### src/i2c_consts.svh
// ############################
// widths and timing constants for the I2C target
// include in any file that sizes a bus or a counter
// ############################
`ifndef I2C_CONSTS_SVH
`define I2C_CONSTS_SVH

// equal samples needed before a filtered line may change
`define I2C_FILTER_LEN 4

// 7-bit addressing only
`define I2C_ADDR_W 7

// data byte on the wire and on both streams
`define I2C_BYTE_W 8

// bit counter reload, counts down to zero over one byte
`define I2C_BIT_LAST 7

`endif
### src/i2c_pkg.sv
// ############################
// shared types for the I2C target
// import inside module bodies, scoped names in port lists
// ############################
`default_nettype none

`include "i2c_consts.svh"

package i2c_pkg;

    // target FSM states
    typedef enum logic [2:0] {
        st_idle,
        st_address,
        st_ack,
        st_write_setup,
        st_write_shift,
        st_read_shift,
        st_read_ack_wait,
        st_read_ack_sample
    } slave_state_t;

    // one bit per line, 1 = high / released
    typedef struct packed {
        logic scl;
        logic sda;
    } i2c_lines_t;

    // filtered levels plus single-cycle strobes
    typedef struct packed {
        logic scl;
        logic sda;
        logic scl_rise;
        logic scl_fall;
        logic start;
        logic stop;
    } bus_events_t;

    // stream beat, last ignored on the input side
    typedef struct packed {
        logic [`I2C_BYTE_W-1:0] data;
        logic                   last;
    } stream_byte_t;

endpackage

`default_nettype wire

### src/i2c_slave.sv
// ############################
// I2C target top level
// pins in, open-drain drive out (0 = pull low);
// write data leaves on m_*, read data is taken from s_*
// ############################
`default_nettype none

`include "i2c_consts.svh"

module i2c_slave (
    input  wire                        clk,
    input  wire                        rst,

    // pin levels in, drive enables out
    input  wire i2c_pkg::i2c_lines_t   pins,
    output i2c_pkg::i2c_lines_t        drive,

    // bytes written by the controller
    output i2c_pkg::stream_byte_t      m_byte,
    output logic                       m_valid,
    input  wire                        m_ready,

    // bytes returned on controller reads
    input  wire i2c_pkg::stream_byte_t s_byte,
    input  wire                        s_valid,
    output logic                       s_ready,

    // status
    output logic                       bus_active,
    output logic                       bus_addressed,
    output logic [`I2C_ADDR_W-1:0]     bus_address,

    // config, mask of all ones for a single address
    input  wire [`I2C_ADDR_W-1:0]      device_address,
    input  wire [`I2C_ADDR_W-1:0]      device_address_mask
);
    import i2c_pkg::*;

    // filtered levels and strobes from monitor to FSM
    bus_events_t events;

    i2c_bus_monitor bus_monitor_inst (
        .clk        (clk),
        .rst        (rst),
        .pins       (pins),
        .events     (events),
        .bus_active (bus_active)
    );

    i2c_slave_fsm slave_fsm_inst (
        .clk                 (clk),
        .rst                 (rst),
        .events              (events),
        .device_address      (device_address),
        .device_address_mask (device_address_mask),
        .drive               (drive),
        .m_byte              (m_byte),
        .m_valid             (m_valid),
        .m_ready             (m_ready),
        .s_byte              (s_byte),
        .s_valid             (s_valid),
        .s_ready             (s_ready),
        .bus_address         (bus_address),
        .bus_addressed       (bus_addressed)
    );

endmodule

`default_nettype wire

### src/i2c_slave_fsm.sv
// ############################
// I2C target protocol engine
// address match, byte shifting, ACK drive and clock stretch;
// write bytes leave one byte late so the final one carries last
// ############################
`default_nettype none

`include "i2c_consts.svh"

module i2c_slave_fsm (
    input  wire                        clk,
    input  wire                        rst,
    input  wire i2c_pkg::bus_events_t  events,
    input  wire [`I2C_ADDR_W-1:0]      device_address,
    input  wire [`I2C_ADDR_W-1:0]      device_address_mask,
    output i2c_pkg::i2c_lines_t        drive,
    output i2c_pkg::stream_byte_t      m_byte,
    output logic                       m_valid,
    input  wire                        m_ready,
    input  wire i2c_pkg::stream_byte_t s_byte,
    input  wire                        s_valid,
    output logic                       s_ready,
    output logic [`I2C_ADDR_W-1:0]     bus_address,
    output logic                       bus_addressed
);
    import i2c_pkg::*;

    localparam int cnt_w = $clog2(`I2C_BIT_LAST + 1);
    localparam logic [cnt_w-1:0] bit_reload = cnt_w'(`I2C_BIT_LAST);

    slave_state_t state_q, state_d;

    // shared shift register, address and write bytes in, read bytes out
    logic [`I2C_BYTE_W-1:0] shift_q, shift_d;
    logic [cnt_w-1:0]       bit_cnt_q, bit_cnt_d;

    // write: shift_q holds a complete byte / read: shift_q holds a byte to send
    logic byte_held_q, byte_held_d;
    // write: m_byte loaded but not yet known to be the last one
    logic out_pending_q, out_pending_d;
    logic mode_read_q, mode_read_d;

    // next values of the registered outputs
    i2c_lines_t             drive_d;
    stream_byte_t           m_byte_d;
    logic                   m_valid_d;
    logic                   s_ready_d;
    logic [`I2C_ADDR_W-1:0] bus_address_d;
    logic                   bus_addressed_d;

    logic addr_hit;
    logic scl_low_slot;

    // only masked bits take part in the compare
    assign addr_hit = ((device_address ^ shift_q[`I2C_ADDR_W-1:0])
                       & device_address_mask) == '0;

    // scl just fell, or we are holding it low and may let it go
    assign scl_low_slot = events.scl_fall || !drive.scl;

    always_comb begin
        state_d         = state_q;
        shift_d         = shift_q;
        bit_cnt_d       = bit_cnt_q;
        byte_held_d     = byte_held_q;
        out_pending_d   = out_pending_q;
        mode_read_d     = mode_read_q;
        drive_d         = drive;
        m_byte_d        = m_byte;
        m_valid_d       = m_valid && !m_ready;
        s_ready_d       = 1'b0;
        bus_address_d   = bus_address;
        bus_addressed_d = bus_addressed;

        if (events.start || events.stop) begin
            // transfer ended, the byte waiting in m_byte was the final one
            if (out_pending_q) begin
                m_valid_d     = 1'b1;
                m_byte_d.last = 1'b1;
            end
            byte_held_d     = 1'b0;
            out_pending_d   = 1'b0;
            bus_addressed_d = 1'b0;
            drive_d         = '1;
            bit_cnt_d       = bit_reload;
            state_d         = events.start ? st_address : st_idle;
        end else begin
            case (state_q)
                st_idle: begin
                    byte_held_d     = 1'b0;
                    out_pending_d   = 1'b0;
                    bus_addressed_d = 1'b0;
                    drive_d         = '1;
                end

                st_address: begin
                    if (events.scl_rise) begin
                        if (bit_cnt_q != '0) begin
                            // address bits, MSB first
                            shift_d   = {shift_q[`I2C_BYTE_W-2:0], events.sda};
                            bit_cnt_d = bit_cnt_q - 1'b1;
                        end else if (addr_hit) begin
                            // eighth bit is R/W
                            bus_address_d   = shift_q[`I2C_ADDR_W-1:0];
                            mode_read_d     = events.sda;
                            bus_addressed_d = 1'b1;
                            state_d         = st_ack;
                        end else begin
                            // not for us, wait for the next start
                            state_d = st_idle;
                        end
                    end
                end

                st_ack: begin
                    // pull sda low for the ninth clock
                    if (events.scl_fall) begin
                        drive_d.sda = 1'b0;
                        bit_cnt_d   = bit_reload;
                        if (mode_read_q) begin
                            s_ready_d   = 1'b1;
                            byte_held_d = 1'b0;
                            state_d     = st_read_shift;
                        end else begin
                            state_d = st_write_setup;
                        end
                    end
                end

                st_write_setup: begin
                    if (scl_low_slot) begin
                        // ACK done
                        drive_d.sda = 1'b1;
                        if (m_valid && !m_ready) begin
                            // previous byte still stuck on the stream, stretch
                            drive_d.scl = 1'b0;
                        end else begin
                            drive_d.scl = 1'b1;
                            if (byte_held_q) begin
                                m_byte_d.data = shift_q;
                                m_byte_d.last = 1'b0;
                            end
                            byte_held_d   = 1'b0;
                            out_pending_d = byte_held_q;
                            state_d       = st_write_shift;
                        end
                    end
                end

                st_write_shift: begin
                    if (events.scl_rise) begin
                        shift_d = {shift_q[`I2C_BYTE_W-2:0], events.sda};
                        if (bit_cnt_q != '0) begin
                            bit_cnt_d = bit_cnt_q - 1'b1;
                        end else begin
                            // another byte arrived, so the pending one is not last
                            m_valid_d     = m_valid_d || out_pending_q;
                            out_pending_d = 1'b0;
                            byte_held_d   = 1'b1;
                            state_d       = st_ack;
                        end
                    end
                end

                st_read_shift: begin
                    // fetch from the input stream when empty
                    if (s_ready && s_valid) begin
                        shift_d     = s_byte.data;
                        byte_held_d = 1'b1;
                    end else begin
                        s_ready_d = !byte_held_q;
                    end

                    if (scl_low_slot) begin
                        if (!byte_held_q) begin
                            // nothing to send yet
                            drive_d.scl = 1'b0;
                        end else begin
                            drive_d.scl = 1'b1;
                            drive_d.sda = shift_q[`I2C_BYTE_W-1];
                            shift_d     = {shift_q[`I2C_BYTE_W-2:0], 1'b0};
                            if (bit_cnt_q != '0) begin
                                bit_cnt_d = bit_cnt_q - 1'b1;
                            end else begin
                                state_d = st_read_ack_wait;
                            end
                        end
                    end
                end

                st_read_ack_wait: begin
                    // let go of sda after bit 0 so the controller can answer
                    if (events.scl_fall) begin
                        drive_d.sda = 1'b1;
                        state_d     = st_read_ack_sample;
                    end
                end

                st_read_ack_sample: begin
                    if (events.scl_rise) begin
                        if (events.sda) begin
                            // NACK, controller wants no more
                            state_d = st_idle;
                        end else begin
                            bit_cnt_d   = bit_reload;
                            s_ready_d   = 1'b1;
                            byte_held_d = 1'b0;
                            state_d     = st_read_shift;
                        end
                    end
                end

                default: begin
                    state_d = st_idle;
                end
            endcase
        end
    end

    // control state
    always_ff @(posedge clk) begin
        if (rst) begin
            state_q       <= st_idle;
            bit_cnt_q     <= '0;
            byte_held_q   <= 1'b0;
            out_pending_q <= 1'b0;
            mode_read_q   <= 1'b0;
            drive         <= '1;
            m_valid       <= 1'b0;
            s_ready       <= 1'b0;
            bus_addressed <= 1'b0;
        end else begin
            state_q       <= state_d;
            bit_cnt_q     <= bit_cnt_d;
            byte_held_q   <= byte_held_d;
            out_pending_q <= out_pending_d;
            mode_read_q   <= mode_read_d;
            drive         <= drive_d;
            m_valid       <= m_valid_d;
            s_ready       <= s_ready_d;
            bus_addressed <= bus_addressed_d;
        end
    end

    // data path
    always_ff @(posedge clk) begin
        shift_q     <= shift_d;
        m_byte      <= m_byte_d;
        bus_address <= bus_address_d;
    end

endmodule

`default_nettype wire

### src/i2c_bus_monitor.sv
// ############################
// I2C line monitor
// filters scl and sda, produces edge and start/stop strobes
// and tracks whether any transfer is in progress on the bus
// ############################
`default_nettype none

module i2c_bus_monitor (
    input  wire                      clk,
    input  wire                      rst,
    input  wire i2c_pkg::i2c_lines_t pins,
    output i2c_pkg::bus_events_t     events,
    output logic                     bus_active
);
    import i2c_pkg::*;

    logic scl_level;
    logic sda_level;

    i2c_glitch_filter scl_filter_inst (
        .clk   (clk),
        .rst   (rst),
        .raw   (pins.scl),
        .level (scl_level)
    );

    i2c_glitch_filter sda_filter_inst (
        .clk   (clk),
        .rst   (rst),
        .raw   (pins.sda),
        .level (sda_level)
    );

    // events.scl / events.sda lag the filter by one cycle and serve
    // as the previous level for edge detection
    always_ff @(posedge clk) begin
        if (rst) begin
            events     <= '{scl: 1'b1, sda: 1'b1, default: 1'b0};
            bus_active <= 1'b0;
        end else begin
            events.scl      <= scl_level;
            events.sda      <= sda_level;
            events.scl_rise <= scl_level & ~events.scl;
            events.scl_fall <= ~scl_level & events.scl;
            // sda moves while scl stays high
            events.start    <= ~sda_level & events.sda & scl_level & events.scl;
            events.stop     <= sda_level & ~events.sda & scl_level & events.scl;

            if (events.start) begin
                bus_active <= 1'b1;
            end else if (events.stop) begin
                bus_active <= 1'b0;
            end
        end
    end

endmodule

`default_nettype wire

### src/i2c_glitch_filter.sv
// ############################
// run-length filter for one I2C line
// output follows the input only after it has been stable
// for the full filter length
// ############################
`default_nettype none

`include "i2c_consts.svh"

module i2c_glitch_filter (
    input  wire  clk,
    input  wire  rst,
    input  wire  raw,
    output logic level
);

    // recent samples, newest in bit 0
    logic [`I2C_FILTER_LEN-1:0] hist_q;

    always_ff @(posedge clk) begin
        if (rst) begin
            // idle bus reads high
            hist_q <= '1;
            level  <= 1'b1;
        end else begin
            hist_q <= {hist_q[`I2C_FILTER_LEN-2:0], raw};

            // all samples high
            if (&hist_q) begin
                level <= 1'b1;
            end
            // all samples low
            else if (~|hist_q) begin
                level <= 1'b0;
            end
            // mixed samples keep the old level, so short pulses vanish
        end
    end

endmodule

`default_nettype wire

### config.mk
export PLATFORM = sky130hd
export DESIGN_NAME = i2c_slave
export DESIGN_NICKNAME = d
export VERILOG_FILES = /design/src/i2c_pkg.sv /design/src/i2c_slave.sv /design/src/i2c_slave_fsm.sv /design/src/i2c_bus_monitor.sv /design/src/i2c_glitch_filter.sv
export VERILOG_INCLUDE_DIRS = /design/src /design/src/src
export SDC_FILE = /design/constraint.sdc
export NUM_CORES = 1
export LEC_CHECK = 0
export BUFFER_PORTS_ARGS = -buffer_cell sky130_fd_sc_hd__buf_2
export CAP_MARGIN = 10
export CELL_PAD_IN_SITES_DETAIL_PLACEMENT = 1
export CELL_PAD_IN_SITES_GLOBAL_PLACEMENT = 2
export CORE_MARGIN = 4
export CORE_UTILIZATION = 37
export CTS_BUF_LIST = sky130_fd_sc_hd__clkbuf_16
export DETAILED_ROUTE_END_ITERATION = 12
export GPL_TIMING_DRIVEN = 1
export PLACE_DENSITY = 0.81
export SYNTH_ARGS = -nofsm -noshare
export SYNTH_HDL_FRONTEND = slang
export SYNTH_HIERARCHICAL = 1
export SYNTH_SLANG_ARGS = --single-unit
### constraint.sdc
create_clock -name clk -period 5.5 [get_ports clk]
set_clock_uncertainty 0.05 [all_clocks]
set_input_delay 0.55 -clock clk [delete_from_list [all_inputs] [get_ports clk]]
set_output_delay 0.55 -clock clk [all_outputs]
set_load 0.05 [all_outputs]
# Yosys cells after proc, flatten, opt, wreduce, memory -nomap -nowiden
# Index checks and enable logic that the tools add are counted.
[totals] output_inout_bits=22 regBits=55 input_bits=29
[classes] n_eq_ne=39 reduce_logical=42 n_addsub=1 muxes=80 n_bitwise=17
[ops] cell="two-way mux 3 bit" n=22
[ops] cell="two-way mux 8 bit" n=6
[ops] cell="two-way mux 1 bit" n=40
[ops] cell="!= test 3 x 2 -> 1 bit, second input constant" n=10
[ops] cell="AND reduction 5 bit" n=5
[ops] cell="one-hot mux 8 bit (3 select lines)" n=1
[ops] cell="one-hot mux 3 bit (7 select lines)" n=1
[ops] cell="!= test 2 x 1 -> 1 bit, second input constant" n=9
[ops] cell="!= test 2 bit, second input constant" n=9
[ops] cell="AND reduction 13 bit" n=1
[ops] cell="== test 3 bit, second input constant" n=4
[ops] cell="!= test 3 x 1 -> 1 bit, second input constant" n=4
[ops] cell="one-hot mux 3 bit (4 select lines)" n=1
[ops] cell="AND reduction 4 bit" n=3
[ops] cell="nonzero test 3 bit" n=4
[ops] cell="AND reduction 10 bit" n=1
[ops] cell="nonzero test 2 bit" n=5
[ops] cell="nonzero test 5 bit" n=2
[ops] cell="one-hot mux 1 bit (3 select lines)" n=3
[ops] cell="AND 1 bit" n=8
[ops] cell="nonzero test 8 bit" n=1
[ops] cell="OR reduction 2 bit" n=4
[ops] cell="OR reduction 4 bit" n=2
[ops] cell="AND 7 bit" n=1
[ops] cell="18 further kinds" n=32

# Logic depth before layout (Yosys ltp)
[logic_depth] depth_word=8 ltp_mapped=7

# Hierarchy
# Netlist, hierarchy kept.
[by_module_without_submodules] module="i2c_slave_fsm" instances=1 seq_area_each_um2=1001.0 area_each_um2=2105.8 cells_per_inst=213
[by_module_without_submodules] module="i2c_glitch_filter" instances=2 seq_area_each_um2=100.1 area_each_um2=153.9 cells_per_inst=12
[by_module_without_submodules] module="i2c_bus_monitor" instances=1 seq_area_each_um2=140.1 area_each_um2=227.7 cells_per_inst=17

# Worst setup path before layout
# No wires, ideal clock.
[synth_timing] path_kind="reg2reg" start="register slave_fsm_inst.state_q[1]" end="register, netlist name slave_fsm_inst/m_byte[0]" path_stages_with_launch=7 path_buffers=1 synth_period_minus_slack_ns=2.132 required_ns=5.157 path_slack_ns=3.368 t_arrival_ns=1.789 cell_sequence="dfxtp_1 > buf_2 > nand3b_1 > nor2_1 > nand2_1 > nor3_1 > a21o_1"
[synth_via] elab_chain_len=3
[synth_rtl] item="start, declared" line="i2c_slave_fsm.sv:31" source="slave_state_t state_q, state_d;"
[synth_rtl] item="start signal, assigned" line="i2c_slave_fsm.sv:223" source="state_q <= st_idle;"
[synth_rtl] item="start signal, assigned" line="i2c_slave_fsm.sv:233" source="state_q <= state_d;"
[synth_rtl] item="== test 3 x 2 -> 1 bit" line="i2c_slave_fsm.sv:88" source="case (state_q)"
[synth_rtl] item="nonzero test 2 bit (no source line)"
[synth_rtl] item="AND reduction 5 bit (no source line)"
# Every way passes these cells.
# A chain may end at the register's enable or synchronous reset.

# Final worst setup path
[layout_timing] start="register slave_fsm_inst.state_q[0]" end="register slave_fsm_inst.shift_q[1], data pin"
[layout_via] elab_chain_len=2 elab_cells_between_ends=4 cone_classes="3 x eq/ne; 1 x mux"
[layout_rtl] item="== test 3 bit or == test 3 x 1 -> 1 bit (tied branches)" line="i2c_slave_fsm.sv:88"
[layout_rtl] item="one-hot mux 8 bit (3 select lines) (*)" line="i2c_slave_fsm.sv:88"
[layout_rtl] item="end signal, assigned" line="i2c_slave_fsm.sv:247" source="shift_q <= shift_d;"
[layout_rtl] item="end, declared" line="i2c_slave_fsm.sv:34" source="logic [`I2C_BYTE_W-1:0] shift_q, shift_d;"
# Mark *: on every way between the ends. The rest lies on a longest branch, timed or not.

==> summary.txt <==
TIMING
---------------------------------------------------------------------------
Count of final max-slew check failures .......................            0
Final Cycle Share ............................................        0.459
# setup viols final ..........................................            0
RSZ-0062 raised after global routing .........................        false
Worst rel slew slack .........................................        0.374
Fin Setup TNS ................................................         0 ns
Maximum operating frequency ..................................      396 MHz
Shortest clock period the worst path allows after layout .....      2.52 ns
Endpoints failing hold .......................................            0
Tightest Pin Transition ......................................     0.937 ns

FLOORPLAN
---------------------------------------------------------------------------
Total Die Area ...............................................  0.00855 mm2
Placeable Area ...............................................  0.00687 mm2
Die Span Y ...................................................      92.5 um
Die X-Extent .................................................      92.5 um
Total I/O pin count ..........................................           51
Placement Rows ...............................................           30
Starting utilization of the core area ........................        0.385

SYNTHESIS
---------------------------------------------------------------------------
Asr flop ratio synth .........................................            0
Library cells used by synthesis ..............................           59
Synth warn ...................................................            6
Synthesized instance count ...................................          254
Mean instance size in the synthesized netlist ................     10.4 um2
Sequential share of the synthesized area .....................        0.508
Number of flops mapped to enable cells by yosys ..............           24
Net count after synthesis ....................................          285
Post-synthesis instance area .................................  0.00264 mm2
Register bit total from synthesis ............................           55
Post-synth top flop .......................................... sky130_fd_sc_hd__dfxtp_1

PLACEMENT
---------------------------------------------------------------------------
GP Congestion ................................................        0.849
I/O Buffers ..................................................           49
Post-detail-place hpwl .......................................      4.84 mm

CLOCK NETWORK
---------------------------------------------------------------------------
Clock tree from TritonCTS ....................................         done
Post-CTS Setup Inserts .......................................            0
Clock tree buffer depth ......................................            2
Clock latency at the later pin of the worst-skew pair ........      0.29 ns
Clock-pin slew on the worst setup and hold paths .............      0.07 ns
H-Tree Depth .................................................            2
Clock buffer count from CTS ..................................            5
Clk sinks ....................................................           55
# resized after CTS ..........................................            0
Hold Buf Count CTS ...........................................            0
Clk root buf ................................................. sky130_fd_sc_hd__clkbuf_16

CRITICAL PATH
---------------------------------------------------------------------------
R2R Path Start ............................................... slave_fsm_inst/state_q[0]
Minimum setup slack among reg-to-reg paths ...................      2.98 ns
Maximum fanout along the worst path ..........................           27
Launch point of the worst path ............................... slave_fsm_inst/state_q[0]
CP Launch Type ...............................................         flop
Setup Crit Path Kind .........................................   reg -> reg
Critical path data required time .............................      5.45 ns
Data arrival time of the critical path .......................      2.47 ns
Crit end category ............................................         flop

POWER AND IR DROP
---------------------------------------------------------------------------
Cell leakage power ...........................................      1.19 nW
Worst vdd ir .................................................     0.148 mV
Total power per unit cell area ...............................   246 mW/mm2

GLOBAL ROUTE
---------------------------------------------------------------------------
Vias in the first global route ...............................         2150
Remaining Overflow, GRT ......................................            0
Global-route wire length before repair .......................      10.9 mm
All-Layer GR Usage ...........................................        0.157
Maximum number of pins on one net before global-route repair .           28
Initial antenna violation count ..............................            0

ROUTE
---------------------------------------------------------------------------
Vias/cell ....................................................         5.31
TritonRoute pass-1 iters .....................................            4
Routed WL ....................................................      6.58 mm
Routed wire length per instance ..............................      16.4 um
Residual DRC count ...........................................            0
Post-DRT Antenna Nets ........................................            0
Number of DRC markers in iteration 0 .........................          113
Count of vias placed by the detailed router ..................         2122

JOB
---------------------------------------------------------------------------
Max-capacitance violation count ..............................            0

OUTCOME
---------------------------------------------------------------------------
Run status ................................................... complete, no violations

FINISH
---------------------------------------------------------------------------
Final design utilization .....................................        0.455
Number of fill cells in the layout ...........................          789
Share of cells above drive strength 1 ........................        0.247
Area Growth Syn to Fin .......................................        18.3%
Number of nets in the final layout ...........................          334
# diodes .....................................................            0

MIN PATH
---------------------------------------------------------------------------
Class of the most critical hold timing path ..................    in -> reg
Startpoint of the worst hold path ............................      pins[1]

==> report_power, final <==
| group | switching, mW | leakage, nW | internal, mW |
|---|---|---|---|
| sequential | 0.00159 | 0.464 | 0.424 |
| clock | 0.147 | 0.0762 | 0.173 |
| combinational | 0.00942 | 0.651 | 0.0117 |
| total | 0.158 | 1.19 | 0.609 |
==> stage by stage <==
step	instance area (um2)	worst slack [ns]	hold WS (ns)	power (mW)	cells
floorplan	2640	3.37	0.371	0.443	254
global placement	2970	3.06	0.388	0.456	392
detailed placement	2970	3.03	0.396	0.457	392
CTS	3120	3.00	0.376	0.781	400
global route	3120	2.82	0.393	0.793	400
finish	3120	2.98	0.381	0.767	400
==> synthesized netlist by cell type, drive strengths merged, types with 4 or more instances <==
library cell / instances / area share
a21oi: 16 / 0.030
dfxtp: 31 / 0.23
nor3b: 4 / 0.015
mux2i: 10 / 0.038
nand2: 16 / 0.024
buf: 9 / 0.018
nor3: 6 / 0.011
nor2b: 8 / 0.019
edfxtp: 24 / 0.27
inv: 8 / 0.011
xor2: 7 / 0.023
a211oi: 6 / 0.019
o21ai: 16 / 0.030
or2: 10 / 0.024
nand2b: 8 / 0.019
nor2: 19 / 0.027
==> cells by family (layout without fill, tap and decap cells) <==
family | Yosys count | count (layout) | synth area share
adder cells (fa/ha/maj) | 2 | 2 | 0.00947
multiplexers | 12 | 12 | 0.0464
XOR/XNOR | 7 | 7 | 0.0232
flip-flops | 55 | 55 | 0.508
AND/OR/NAND/NOR | 91 | 91 | 0.201
AO/OA/AOI/OAI | 69 | 69 | 0.181
buffers and inverters | 18 | 68 | 0.0313
==> worst max-delay path: stages, from the launching register on <==
cell                       delay [ns]
sky130_fd_sc_hd__dfxtp_1         0.94
sky130_fd_sc_hd__nand2_2         0.25
sky130_fd_sc_hd__a211oi_2        0.85
sky130_fd_sc_hd__a21oi_1         0.14
==> layout make-up <==
cell class	count	area [um2]	share of cell area
tap	96	120	0.0384
sequential	55	1340	0.429
timing repair buffer	51	260	0.0833
inverter	9	33.8	0.0108
multi-input combinational	181	1220	0.390
clock inverter	3	26.3	0.00841
clock buffer	5	125	0.0400
==> state kept, by name, indices dropped and copies added, names as in the netlist <==
name                                     cells
slave_fsm_inst/m_byte                        9
slave_fsm_inst/shift_q                       8
slave_fsm_inst/bus_address                   7
bus_monitor_inst/events                      6
bus_monitor_inst/scl_filter_inst/hist_q      4
bus_monitor_inst/sda_filter_inst/hist_q      4
slave_fsm_inst/bit_cnt_q                     3
slave_fsm_inst/state_q                       3
slave_fsm_inst/drive                         2
bus_monitor_inst/bus_active                  1
bus_monitor_inst/scl_filter_inst/level       1
bus_monitor_inst/sda_filter_inst/level       1
slave_fsm_inst/bus_addressed                 1
slave_fsm_inst/byte_held_q                   1
slave_fsm_inst/m_valid                       1
slave_fsm_inst/mode_read_q                   1
slave_fsm_inst/out_pending_q                 1
slave_fsm_inst/s_ready                       1
==> placed cells by master, fill, tap and decap left out, drive strengths merged, types with 2 or more instances in the layout <==
| cell type | n |
|---|---|
| and2 | 2 |
| and3 | 3 |
| inv | 10 |
| clkinv | 2 |
| clkbuf | 5 |
| nand2 | 16 |
| nand4 | 2 |
| or2 | 10 |
| nand3b | 2 |
| nand2b | 8 |
| mux2 | 2 |
| a41oi | 3 |
| o21ai | 16 |
| buf | 51 |
| nor3 | 6 |
| or4 | 2 |
| a211oi | 6 |
| o21bai | 3 |
| o211ai | 2 |
| mux2i | 10 |
| a311oi | 2 |
| dfxtp | 31 |
| xor2 | 7 |
| nor4 | 3 |
| o21a | 2 |
| ha | 2 |
| nor3b | 4 |
| nor4b | 2 |
| nor2 | 19 |
| a21o | 2 |
| o211a | 2 |
| nor2b | 8 |
| or3 | 3 |
| a21oi | 16 |
| a22oi | 3 |
| edfxtp | 24 |
==> routing by layer <==
metal | global-route usage | vias to the layer above | part of all wire
met5 | 0 | - | 0
met1 | 0.210 | 1031 | 0.47
li1 | - | 1037 | -
met2 | 0.261 | 48 | 0.49
met4 | 0.0470 | 0 | 0.0090
met3 | 0.0244 | 6 | 0.039
==> worst paths after layout <==
check / to / cells after the start
setup reg to reg: slave_fsm_inst/shift_q[1] / 3
hold reg to reg: slave_fsm_inst/bit_cnt_q[0] / 1
setup / recovery: slave_fsm_inst/shift_q[1] / 3
hold / removal: bus_monitor_inst/scl_filter_inst/hist_q[0] / 2
Note: power is estimated with default switching activity, not from simulation.
